--- config.mk ---
export PLATFORM = sky130hd
export DESIGN_NAME = mmuWalkSys
export DESIGN_NICKNAME = d
export VERILOG_FILES = /design/src/design/walkProtoPkg.sv /design/src/design/pageTablePkg.sv /design/src/design/walkCtrlIf.sv /design/src/design/mmuWalkSys.sv /design/src/design/memPort.sv /design/src/design/walkAdrGen.sv /design/src/design/pteCheck.sv /design/src/design/levelCounter.sv /design/src/design/walkFsm.sv
export VERILOG_INCLUDE_DIRS = /design/src /design/src/design
export SDC_FILE = /design/constraint.sdc
export NUM_CORES = 1
export LEC_CHECK = 0
export BUFFER_PORTS_ARGS = -buffer_cell sky130_fd_sc_hd__clkbuf_2
export CORE_ASPECT_RATIO = 0.9
export CORE_MARGIN = 2
export CORE_UTILIZATION = 53
export DETAILED_ROUTE_END_ITERATION = 10
export PLACE_DENSITY = 0.88
export SETUP_SLACK_MARGIN = 0.2
export SLEW_MARGIN = 5
export SYNTH_ARGS = -nofsm -noshare
export SYNTH_HDL_FRONTEND = slang
export SYNTH_SLANG_ARGS = --single-unit
export TNS_END_PERCENT = 30
--- constraint.sdc ---
create_clock -name clk -period 14.1 [get_ports clk]
set_clock_uncertainty 0.2 [all_clocks]
set_input_delay 4.23 -clock clk [delete_from_list [all_inputs] [get_ports clk]]
set_output_delay 4.23 -clock clk [all_outputs]
set_load 0.1 [all_outputs]
--- src/design/mmu_params.svh ---
// widths and counts shared by the Sv39 walker blocks
// include wherever an address, page number or level count is sized
`ifndef MMU_PARAMS_SVH
`define MMU_PARAMS_SVH

`define VA_BITS      39   // virtual address
`define PA_BITS      56   // physical address
`define PPN_BITS     44   // physical page number
`define LEVELS       3    // table levels in Sv39
`define PTE_BITS     64   // one table entry

// address slicing
`define VPN_BITS     9    // index per level
`define PAGE_OFFSET  12   // 4 KiB page offset
`define PTE_OFS      3    // log2 of entry size in bytes

`endif
--- src/design/walkProtoPkg.sv ---
// request, result and state encodings of the walker handshake
// imported by the FSM, the entry checker and the top level
package walkProtoPkg;

   // access kind of the miss, picks the permission bit
   typedef enum logic [1:0] {
      fetch = 2'd0,  // needs X
      load  = 2'd1,  // needs R
      store = 2'd2   // needs W
   } accessE;

   // fault reported with the response
   typedef enum logic [1:0] {
      noFault       = 2'd0,
      invalidFault  = 2'd1,  // V clear, W without R, or pointer at level 0
      misalignFault = 2'd2,  // superpage with nonzero low ppn
      permFault     = 2'd3   // leaf lacks the access permission
   } faultE;

   // walker FSM states
   typedef enum logic [2:0] {
      idle      = 3'd0,
      adrPhase  = 3'd1,  // entry address formed, read launched
      memRead   = 3'd2,  // waiting on the memory handshake
      check     = 3'd3,  // entry decoded
      leafDone  = 3'd4,
      faultDone = 3'd5,
      respond   = 3'd6   // missAck up until missReq drops
   } walkStateE;

endpackage

--- src/design/pageTablePkg.sv ---
// Sv39 page-table entry layout and page size encoding
// used by the walker blocks that decode entries or report the page size
`include "mmu_params.svh"

package pageTablePkg;

   ////////////////////////////////////////////////////////////
   // entry format, msb first
   ////////////////////////////////////////////////////////////
   typedef struct packed {
      logic [`PTE_BITS-`PPN_BITS-11:0] reserved; // upper 10 bits, must be zero
      logic [`PPN_BITS-1:0]            ppn;      // ppn2 ppn1 ppn0
      logic [1:0]                      rsw;      // free for software
      logic                            d;        // dirty
      logic                            a;        // accessed
      logic                            g;        // global mapping
      logic                            u;        // user page
      logic                            x;        // executable
      logic                            w;        // writable
      logic                            r;        // readable
      logic                            v;        // valid
   } pteT;

   // size of the page a leaf maps
   // value matches the level the leaf was found on
   typedef enum logic [1:0] {
      kiloPage = 2'd0,  // leaf at level 0
      megaPage = 2'd1,  // leaf at level 1
      gigaPage = 2'd2   // leaf at level 2
   } pageSizeE;

endpackage

--- src/design/walkCtrlIf.sv ---
// control and status between the walk FSM and its data blocks
// one instance in the top level, each block takes its own modport
interface walkCtrlIf import pageTablePkg::*; ();

   // commands from the FSM
   logic       startWalk;   // capture request, load level
   logic       nextLevel;   // pointer entry, step down
   logic       readStart;   // launch a table read

   // status from the data blocks
   logic       readDone;    // one cycle pulse, entry captured
   logic       pteValid;    // entry well formed
   logic       pteLeaf;     // entry is a leaf
   logic       pteFault;    // entry ends the walk with a fault
   logic       lastLevel;   // at level 0
   logic [1:0] curLevel;    // 2 down to 0
   pteT        pteData;     // entry returned by memory

   modport fsm   (output startWalk, nextLevel, readStart,
                  input  readDone, pteValid, pteLeaf, pteFault);
   modport level (input  startWalk, nextLevel,
                  output curLevel, lastLevel);
   modport check (input  startWalk, readDone, pteData, curLevel, lastLevel,
                  output pteValid, pteLeaf, pteFault);
   modport adr   (input  startWalk, curLevel, pteData, pteLeaf, pteFault);
   modport mem   (input  readStart,
                  output readDone, pteData);

endinterface

--- src/design/mmuWalkSys.sv ---
// Sv39 page-table walker top, TLB miss port and table memory port
// wires the FSM to its level, check, address and memory blocks
`include "mmu_params.svh"

module mmuWalkSys import pageTablePkg::*, walkProtoPkg::*; (
   input  logic                 clk,
   input  logic                 rstN,
   input  logic [`PPN_BITS-1:0] satpPpn,    // root page, stable during a walk
   // TLB side
   input  logic                 missReq,
   input  logic [`VA_BITS-1:0]  missVAdr,
   input  accessE               missAccess,
   output logic                 missAck,
   output pteT                  walkPte,    // valid while missAck high
   output pageSizeE             walkSize,
   output faultE                walkFault,
   // table memory side
   output logic                 memReq,
   output logic [`PA_BITS-1:0]  memAdr,
   input  logic                 memAck,
   input  logic [`PTE_BITS-1:0] memData
);

   logic [`PA_BITS-1:0] pteAdr;

   walkCtrlIf ctrl ();

   walkFsm fsm0 (
      .clk(clk), .rstN(rstN),
      .missReq(missReq), .missAck(missAck),
      .ctrl(ctrl.fsm)
   );

   levelCounter level0 (.clk(clk), .rstN(rstN), .lvl(ctrl.level));

   pteCheck check0 (
      .clk(clk), .rstN(rstN),
      .missAccess(missAccess),
      .chk(ctrl.check),
      .walkPte(walkPte), .walkFault(walkFault)
   );

   walkAdrGen adrGen0 (
      .clk(clk), .rstN(rstN),
      .missVAdr(missVAdr), .satpPpn(satpPpn),
      .adr(ctrl.adr),
      .pteAdr(pteAdr), .walkSize(walkSize)
   );

   memPort memPort0 (
      .clk(clk), .rstN(rstN),
      .pteAdr(pteAdr),
      .memReq(memReq), .memAdr(memAdr),
      .memAck(memAck), .memData(memData),
      .mem(ctrl.mem)
   );

endmodule

--- src/design/memPort.sv ---
// four-phase read master toward page-table memory
// one read per readStart, data handed back with a readDone pulse
`include "mmu_params.svh"

module memPort import pageTablePkg::*; (
   input  logic                 clk,
   input  logic                 rstN,
   input  logic [`PA_BITS-1:0]  pteAdr,
   output logic                 memReq,
   output logic [`PA_BITS-1:0]  memAdr,   // stable while memReq high
   input  logic                 memAck,
   input  logic [`PTE_BITS-1:0] memData,
   walkCtrlIf.mem mem
);

   logic pending; // read asked for, previous ack still up

   always_ff @(posedge clk) begin
      if (mem.readStart) begin
         memAdr <= pteAdr;
      end
   end

   // capture on the first cycle ack is seen
   always_ff @(posedge clk) begin
      if (memReq && memAck) begin
         mem.pteData <= pteT'(memData);
      end
   end

   ////////////////////////////////////////////////////////////
   // handshake
   ////////////////////////////////////////////////////////////
   always_ff @(posedge clk) begin
      if (!rstN) begin
         memReq       <= 1'b0;
         pending      <= 1'b0;
         mem.readDone <= 1'b0;
      end else begin
         mem.readDone <= memReq && memAck;  // one pulse per read
         if (memReq) begin
            if (memAck) begin
               memReq <= 1'b0;              // phase 2, drop request
            end
         end else if (mem.readStart || pending) begin
            if (memAck) begin
               pending <= 1'b1;             // wait for ack low
            end else begin
               memReq  <= 1'b1;
               pending <= 1'b0;
            end
         end
      end
   end

endmodule

--- src/design/walkAdrGen.sv ---
// entry address generation, root or previous ppn plus the vpn index
// also latches the miss address and the page size of the leaf
`include "mmu_params.svh"

module walkAdrGen import pageTablePkg::*; (
   input  logic                 clk,
   input  logic                 rstN,
   input  logic [`VA_BITS-1:0]  missVAdr,
   input  logic [`PPN_BITS-1:0] satpPpn,   // root table page
   walkCtrlIf.adr adr,
   output logic [`PA_BITS-1:0]  pteAdr,    // address of the next entry
   output pageSizeE             walkSize
);

   logic [`VA_BITS-1:0]  vAdr;
   logic [`PPN_BITS-1:0] basePpn;
   logic [`VPN_BITS-1:0] vpnIdx;

   always_ff @(posedge clk) begin
      if (adr.startWalk) begin
         vAdr <= missVAdr;
      end
   end

   // root table at the top, else the table the pointer named
   assign basePpn = (adr.curLevel == 2'(`LEVELS - 1)) ? satpPpn : adr.pteData.ppn;

   always_comb begin
      case (adr.curLevel) // vpn field for this level
         2'd2:    vpnIdx = vAdr[`PAGE_OFFSET+2*`VPN_BITS +: `VPN_BITS]; // vpn2
         2'd1:    vpnIdx = vAdr[`PAGE_OFFSET+`VPN_BITS +: `VPN_BITS];   // vpn1
         default: vpnIdx = vAdr[`PAGE_OFFSET +: `VPN_BITS];            // vpn0
      endcase
   end

   assign pteAdr = {basePpn, vpnIdx, {`PTE_OFS{1'b0}}}; // 8 byte entries

   // size follows the level of the good leaf
   always_ff @(posedge clk) begin
      if (!rstN) begin
         walkSize <= kiloPage;
      end else if (adr.pteLeaf && !adr.pteFault) begin
         walkSize <= pageSizeE'(adr.curLevel);
      end
   end

endmodule

--- src/design/pteCheck.sv ---
// entry register and decode, flags pointer, good leaf or fault
// fault priority is invalid, then misaligned, then permission
`include "mmu_params.svh"

module pteCheck import pageTablePkg::*, walkProtoPkg::*; (
   input  logic   clk,
   input  logic   rstN,
   input  accessE missAccess,  // held by the requester during the walk
   walkCtrlIf.check chk,
   output pteT    walkPte,     // final entry to the TLB
   output faultE  walkFault
);

   pteT   entry;        // last entry read
   logic  hasPte;       // entry belongs to this walk
   logic  badForm;
   logic  isLeaf;
   logic  ptrAtBottom;
   logic  superMisalign;
   logic  permOk;
   faultE faultKind;

   always_ff @(posedge clk) begin
      if (chk.readDone) begin
         entry <= chk.pteData;
      end
   end

   always_ff @(posedge clk) begin
      if (!rstN) begin
         hasPte <= 1'b0;
      end else if (chk.startWalk) begin
         hasPte <= 1'b0;     // old result no longer counts
      end else if (chk.readDone) begin
         hasPte <= 1'b1;
      end
   end

   ////////////////////////////////////////////////////////////
   // decode
   ////////////////////////////////////////////////////////////
   assign badForm     = !entry.v || (entry.w && !entry.r);
   assign isLeaf      = entry.r || entry.w || entry.x;
   assign ptrAtBottom = !isLeaf && chk.lastLevel;  // nowhere left to go

   // superpage needs the lower ppn fields clear
   always_comb begin
      case (chk.curLevel)
         2'd2:    superMisalign = |entry.ppn[2*`VPN_BITS-1:0]; // ppn1 and ppn0
         2'd1:    superMisalign = |entry.ppn[`VPN_BITS-1:0];   // ppn0
         default: superMisalign = 1'b0;
      endcase
   end

   always_comb begin
      case (missAccess)
         fetch:   permOk = entry.x;
         load:    permOk = entry.r;
         store:   permOk = entry.w;
         default: permOk = 1'b0;
      endcase
   end

   always_comb begin
      if (badForm || ptrAtBottom) begin
         faultKind = invalidFault;
      end else if (isLeaf && superMisalign) begin
         faultKind = misalignFault;
      end else if (isLeaf && !permOk) begin
         faultKind = permFault;   // only leaves carry permissions
      end else begin
         faultKind = noFault;
      end
   end

   assign chk.pteValid = hasPte && !badForm;
   assign chk.pteLeaf  = hasPte && !badForm && isLeaf;
   assign chk.pteFault = hasPte && (faultKind != noFault);

   assign walkPte   = entry;
   assign walkFault = faultKind;

endmodule

--- src/design/levelCounter.sv ---
// current table level of the walk, counts down from the root
// read by the checker and the address generator
`include "mmu_params.svh"

module levelCounter (
   input  logic clk,
   input  logic rstN,
   walkCtrlIf.level lvl
);

   logic [1:0] level;

   // root level is the top of the table
   localparam logic [1:0] rootLevel = 2'(`LEVELS - 1);

   always_ff @(posedge clk) begin
      if (!rstN) begin
         level <= '0;
      end else if (lvl.startWalk) begin
         level <= rootLevel;        // every walk starts at the root
      end else if (lvl.nextLevel && !lvl.lastLevel) begin
         level <= level - 2'd1;     // pointer followed
      end
   end

   // level 0 can only hold leaves
   assign lvl.curLevel  = level;
   assign lvl.lastLevel = (level == 2'd0);

endmodule

--- src/design/walkFsm.sv ---
// walk sequencer, steps levels and runs the TLB side req/ack handshake
// commands are decoded from the state register
module walkFsm import walkProtoPkg::*; (
   input  logic clk,
   input  logic rstN,
   input  logic missReq,   // TLB miss request
   output logic missAck,   // response valid
   walkCtrlIf.fsm ctrl
);

   walkStateE state, nextState;

   ////////////////////////////////////////////////////////////
   // state register
   ////////////////////////////////////////////////////////////
   always_ff @(posedge clk) begin
      if (!rstN) begin
         state <= idle;
      end else begin
         state <= nextState;
      end
   end

   ////////////////////////////////////////////////////////////
   // next state
   ////////////////////////////////////////////////////////////
   always_comb begin
      nextState = state; // hold by default
      case (state)
         idle: begin
            if (missReq) begin
               nextState = adrPhase; // request captured on this edge
            end
         end
         adrPhase: begin
            nextState = memRead; // readStart goes out this cycle
         end
         memRead: begin
            if (ctrl.readDone) begin
               nextState = check; // entry lands in checker on same edge
            end
         end
         check: begin
            // fault wins, then good leaf, then pointer
            if (ctrl.pteFault) begin
               nextState = faultDone;
            end else if (ctrl.pteLeaf) begin
               nextState = leafDone;
            end else if (ctrl.pteValid) begin
               nextState = adrPhase; // descend one level
            end else begin
               nextState = faultDone;
            end
         end
         leafDone,
         faultDone: begin
            nextState = respond; // size and fault settle here
         end
         respond: begin
            if (!missReq) begin
               nextState = idle; // missAck drops next cycle
            end
         end
         default: begin
            nextState = idle;
         end
      endcase
   end

   ////////////////////////////////////////////////////////////
   // outputs
   ////////////////////////////////////////////////////////////
   assign ctrl.startWalk = (state == idle) && missReq;
   assign ctrl.readStart = (state == adrPhase);
   assign ctrl.nextLevel = (state == check) && ctrl.pteValid
                           && !ctrl.pteLeaf && !ctrl.pteFault; // pointer entry
   assign missAck        = (state == respond); // held until missReq low

endmodule

Word level (Yosys, flattened, before mapping) --
Index checks and enable logic that the tools add are counted.
Operators by class: muxes and demuxes 20, bitwise operators 2, reduce and logical (&&, ||, !) cells 38, equal/unequal tests 13, $add $sub $neg 1
Operators by type and width (number):
- $mux 44 | 1
- $mux 3 | 6
- $pmux 3 s6 | 1
- $pmux 9 s2 | 1
- $reduce_or 18->1 | 1
- $logic_and 1x1->1 | 14
- $mux 2 | 5
- $eq 3x3->1 const B | 3
- $reduce_or 9->1 | 1
- $logic_not 1->1 | 8
- $eq 3x2->1 const B | 2
- $logic_or 1x1->1 | 5
- $eq 2x1->1 const B | 2
- $eq 2x2->1 const B | 2
- $logic_not 2->1 | 2
- $mux 1 | 4
- $ne 2x2->1 const B | 2
- $reduce_bool 2->1 | 2
- $reduce_or 2->1 | 2
- $eq 3x1->1 const B | 1
- $logic_not 3->1 | 1
- $pmux 1 s3 | 1
- $reduce_and 3->1 | 1
- $ne 2x1->1 const B | 1
- other kinds (4) | 5
Storage, ports and cells: register bits after elaboration 231, input bits 153, output and inout port bits 126, word-level logic and storage cells 106

Depth between registers and ports, before layout --
word-level depth 14, depth in mapped cells 8

Modules after synthesis --
A second synthesis with hierarchy kept.
Unflattened totals: cells, all modules 387, area total of the unflattened synthesis 8035.2 sq um
By module, submodules not included:
- memPort | area each 3708.6 sq um, cells an instance 129, sequential area each 3663.5 sq um, instances 1
- pteCheck | area each 2168.3 sq um, cells an instance 102, sequential area each 1941.9 sq um, instances 1
- walkAdrGen | area each 1864.3 sq um, cells an instance 123, sequential area each 850.8 sq um, instances 1
- walkFsm | area each 181.4 sq um, cells an instance 23, sequential area each 60.1 sq um, instances 1
- levelCounter | area each 112.6 sq um, cells an instance 10, sequential area each 40.0 sq um, instances 1

Least setup slack after synthesis --
OpenSTA, ideal clock, no wires.
path type input port to output port, start point input port missAccess[0], end point output port walkFault[1], arrival time 6158 ps, path slack 3512 ps, cell stages on the path 5, data required time 9670 ps, cells stage by stage o21ai_0 -> o31a_1 -> o21a_2 -> inv_1 -> a21oi_1
On the way: cells in the longest elaborated chain, start to end 7
Ends and longest elaborated chain:
- from (decl) | line mmuWalkSys.sv:12 | input accessE missAccess,
- $eq 2x2->1 (tied with other cells) | line pteCheck.sv:56 | case (missAccess)
- $pmux 1 s3 * | line pteCheck.sv:56
- $logic_not 1->1 * | line pteCheck.sv:69 | end else if (isLeaf && !permOk) begin
- $logic_and 1x1->1 * | line pteCheck.sv:69
- $mux 2 * | line pteCheck.sv:69
- $mux 2 * | line pteCheck.sv:67 | end else if (isLeaf && superMisalign) begin
- $mux 2 * | line pteCheck.sv:65 | if (badForm || ptrAtBottom) begin
- to (decl) | line mmuWalkSys.sv:16 | output faultE walkFault,
Every way passes the cells marked *; elsewhere a longest branch is shown, timed or not.

Worst setup path after layout --
Ends and elaborated chain as after synthesis.

==> run metrics <==
Final Slew Violations=0; Overflow after GRT=0; Syn Area/Cell=20.07 um^2; Antenna Nets Post-Route=0; Synth cell types=35; initial core utilization=between 50 and 60%; Cell Count, Final, Fillers Out=slightly below 900; register area=approximately 6500 um^2; Core ar.=between 10000 and 15000 um^2; register area share after synthesis=a little over four fifths; # IOs=279; hold crit path type=reg2reg; postcts setup bufs=0; startpoint type of the worst setup path=input pin; DR vias=about 4.4k; clock sink total=219; top_reg_cell synth=edfxtp_1; area delta synth->final=28.93%; final setup vio count=0; post-cts resize count=0; # diodes=0; WP data required=a little under 10 ns; nets=814; LEAKAGE=around 3.8 nW; Slew HR=around a third; number of global-route vias before repair=around 4.7k; placed cell count=between 800 and 900; Async SR Flop Fraction=0%; DP Worst Slack=~4.2 ns; Crit path max-delay family=buffers and inverters; first-pass GRT wire length=about 26 mm; Max H-tree Level=1; initial DRC count=~210; CTS clk-pin slew, worst paths=0.06 ns; Placed Area=between 9000 and 10000 um^2; Pre-antenna DRT Iters=4; Yosys top cell area share=roughly four fifths; Max VDD drop=118.8 uV; CP max FO=3; final WL=~17 mm; actual slew at the worst max-slew pin=between 1 and 1.5 ns; Die Wd=approximately 130 um; Final Critical Period=between 9 and 10 ns; unrepaired setup endpoints after global routing=no; crit-path max cell delay=~0.47 ns; Crit-path slowest cell=clkbuf_2; Critical Path End Type=output pin; Final Hold Vio Count=0; outcome=finished clean; Rows=just over 40; TritonCTS clock tree=done; FMAX=about 100 MHz; CP Cell Sequence=clkbuf_2 -> o21ai_0 -> o31a_1 -> o21a_2 -> inv_1 -> a21oi_1 -> clkbuf_2; Post-synth EDFFs=~210; routability cong.=slightly above 0.8; power density over the cells=~150 nW/um^2; fill count=~930; Longest Clk Path Bufs=3; post-synthesis cell count=380; overall fraction of global-route tracks in use=22.10%; DP HPWL=approximately 12 mm; Multi-input gate area=~1100 um^2; drt drc=0; Buffers & Inverters on Critical Path=3; clk root buf=clkbuf_16; Ys Warns=0; CTS buffer count=21; wire length per cell=~20 um; Final TNS setup=0 ns; IO Port Bufs=~260; final setup margin=between 4 and 5 ns; CP Class=in2out; drt via density=5.125; fin area=~9800 um^2; worst skew pair latency=roughly 0.5 ns; CP most frequent cell=clkbuf_2; commonest non-fill, non-tap cell in the layout=clkbuf_2; Synth area leader=edfxtp_1; period utilisation layout=between 70% and 80%; share of layout cells above drive strength 1=52.01%; Core Util, Final=69.95%; hold_buf cts=0; Synth area leaders=edfxtp_1, mux2_2, dfxtp_1, a21oi_1, nor2_1; crit path DAT=5.46 ns; die area=15370 um^2; Synth Register Bits=219; Die H=117.8 um; Syn Std Cell Area=about 7600 um^2; initial antenna violation count=0; Max-cap violations=0; pin count of the biggest net entering global routing=67; most frequent cells in the layout=clkbuf_2, edfxtp_1, mux2_2
[cell families after synthesis]
| logic type | Yosys count | share of synthesized area [%] |
|---|---|---|
| muxes | 46 | 6.760 |
| adders and majority gates | 3 | 0.4923 |
| buffers and inverters | 23 | 1.280 |
| AOI/OAI and AO/OA | 40 | 3.281 |
| DFF | 219 | 84.79 |
| and+or+nand+nor | 47 | 3.232 |
| other | 1 | 0.04917 |
| xor gates and xnor gates | 1 | 0.1149 |
[layer usage]
layer,wire [um],share of wire [%],track usage (%)
met1,6057,35,25.62
met2,8912,52,38.71
met3,1567,9.1,7.136
met4,608,3.5,7.247
met5,0,0,0
[per-stage QoR]
step | hold slack (ns) | total power, mW
2_1_floorplan | 0.2003 | 0.9006
3_3_place_gp | 0.2011 | 0.9382
3_5_place_dp | 0.2045 | 0.9447
4_1_cts | 0.2170 | 1.479
5_1_grt | 0.2269 | 1.516
6_report | 0.2157 | 1.468
[power breakdown]
part	internal, mW	switching (mW)	leakage, nW	total, mW
Clock	0.312	0.226	0.324	0.538
Sequential	0.743	0.0108	1.99	0.754
Combinational	0.0404	0.136	1.51	0.176
Total	1.10	0.372	3.83	1.47
[worst reg2reg max path, stage by stage (launching register included)]
cell and delay (ns):
dfxtp_1 0.40, inv_1 0.10, ha_1 0.71, o21ai_0 0.27
a31oi_1 0.21, a31oi_1 0.10, nor4b_4 0.22, a221oi_1 0.29
[worst paths after layout]
| path | start | to | slack [ns] | cells past startpoint |
|---|---|---|---|---|
| min | memPort0.mem.pteData[59]$_DFFE_PP_ | check0.walkPte[59]$_DFFE_PP_ | 0.22 | 0 |
| max | missAccess[0] | walkFault[1] | 4.21 | 7 |
| max reg2reg | level0.lvl.curLevel[0]$_SDFFE_PP0P_ | fsm0.state[0]$_SDFFE_PN0P_ | 11.50 | 7 |
| min reg2reg | memPort0.mem.pteData[59]$_DFFE_PP_ | check0.walkPte[59]$_DFFE_PP_ | 0.22 | 0 |
[state kept, by name (all words and copies together) (netlist names)]
name	cells
memPort0.pending	1
check0.hasPte	1
level0.lvl.curLevel	2
adrGen0.vAdr	27
memPort0.memReq	1
fsm0.state	3
memPort0.mem.pteData	64
check0.walkPte	64
memPort0.mem.readDone	1
adrGen0.walkSize	2
memPort0.memAdr	53
[final cells by class]
type	count	share of cell area [%]
clock buffer	26	5.536
clock inverter	12	1.196
inverter	9	0.3436
multi-input combinational	140	10.97
sequential	219	65.81
tap	193	2.456
timing repair buffer	267	13.69
[cells in the mapped netlist (2+ instances only)]
cell / instances
edfxtp_1: 208
mux2_2: 44
nor2_1: 20
a21oi_1: 15
dfxtp_1: 11
a22oi_1: 9
clkbuf_1: 9
inv_1: 9
nand2_1: 8
nor3_1: 6
o21ai_0: 6
buf_4: 3
ha_1: 3
a21o_1: 2
a31oi_1: 2
buf_1: 2
mux2i_1: 2
nand2b_1: 2
nor4_1: 2
o31a_1: 2
No activity file was read; power rests on OpenSTA's default activity.
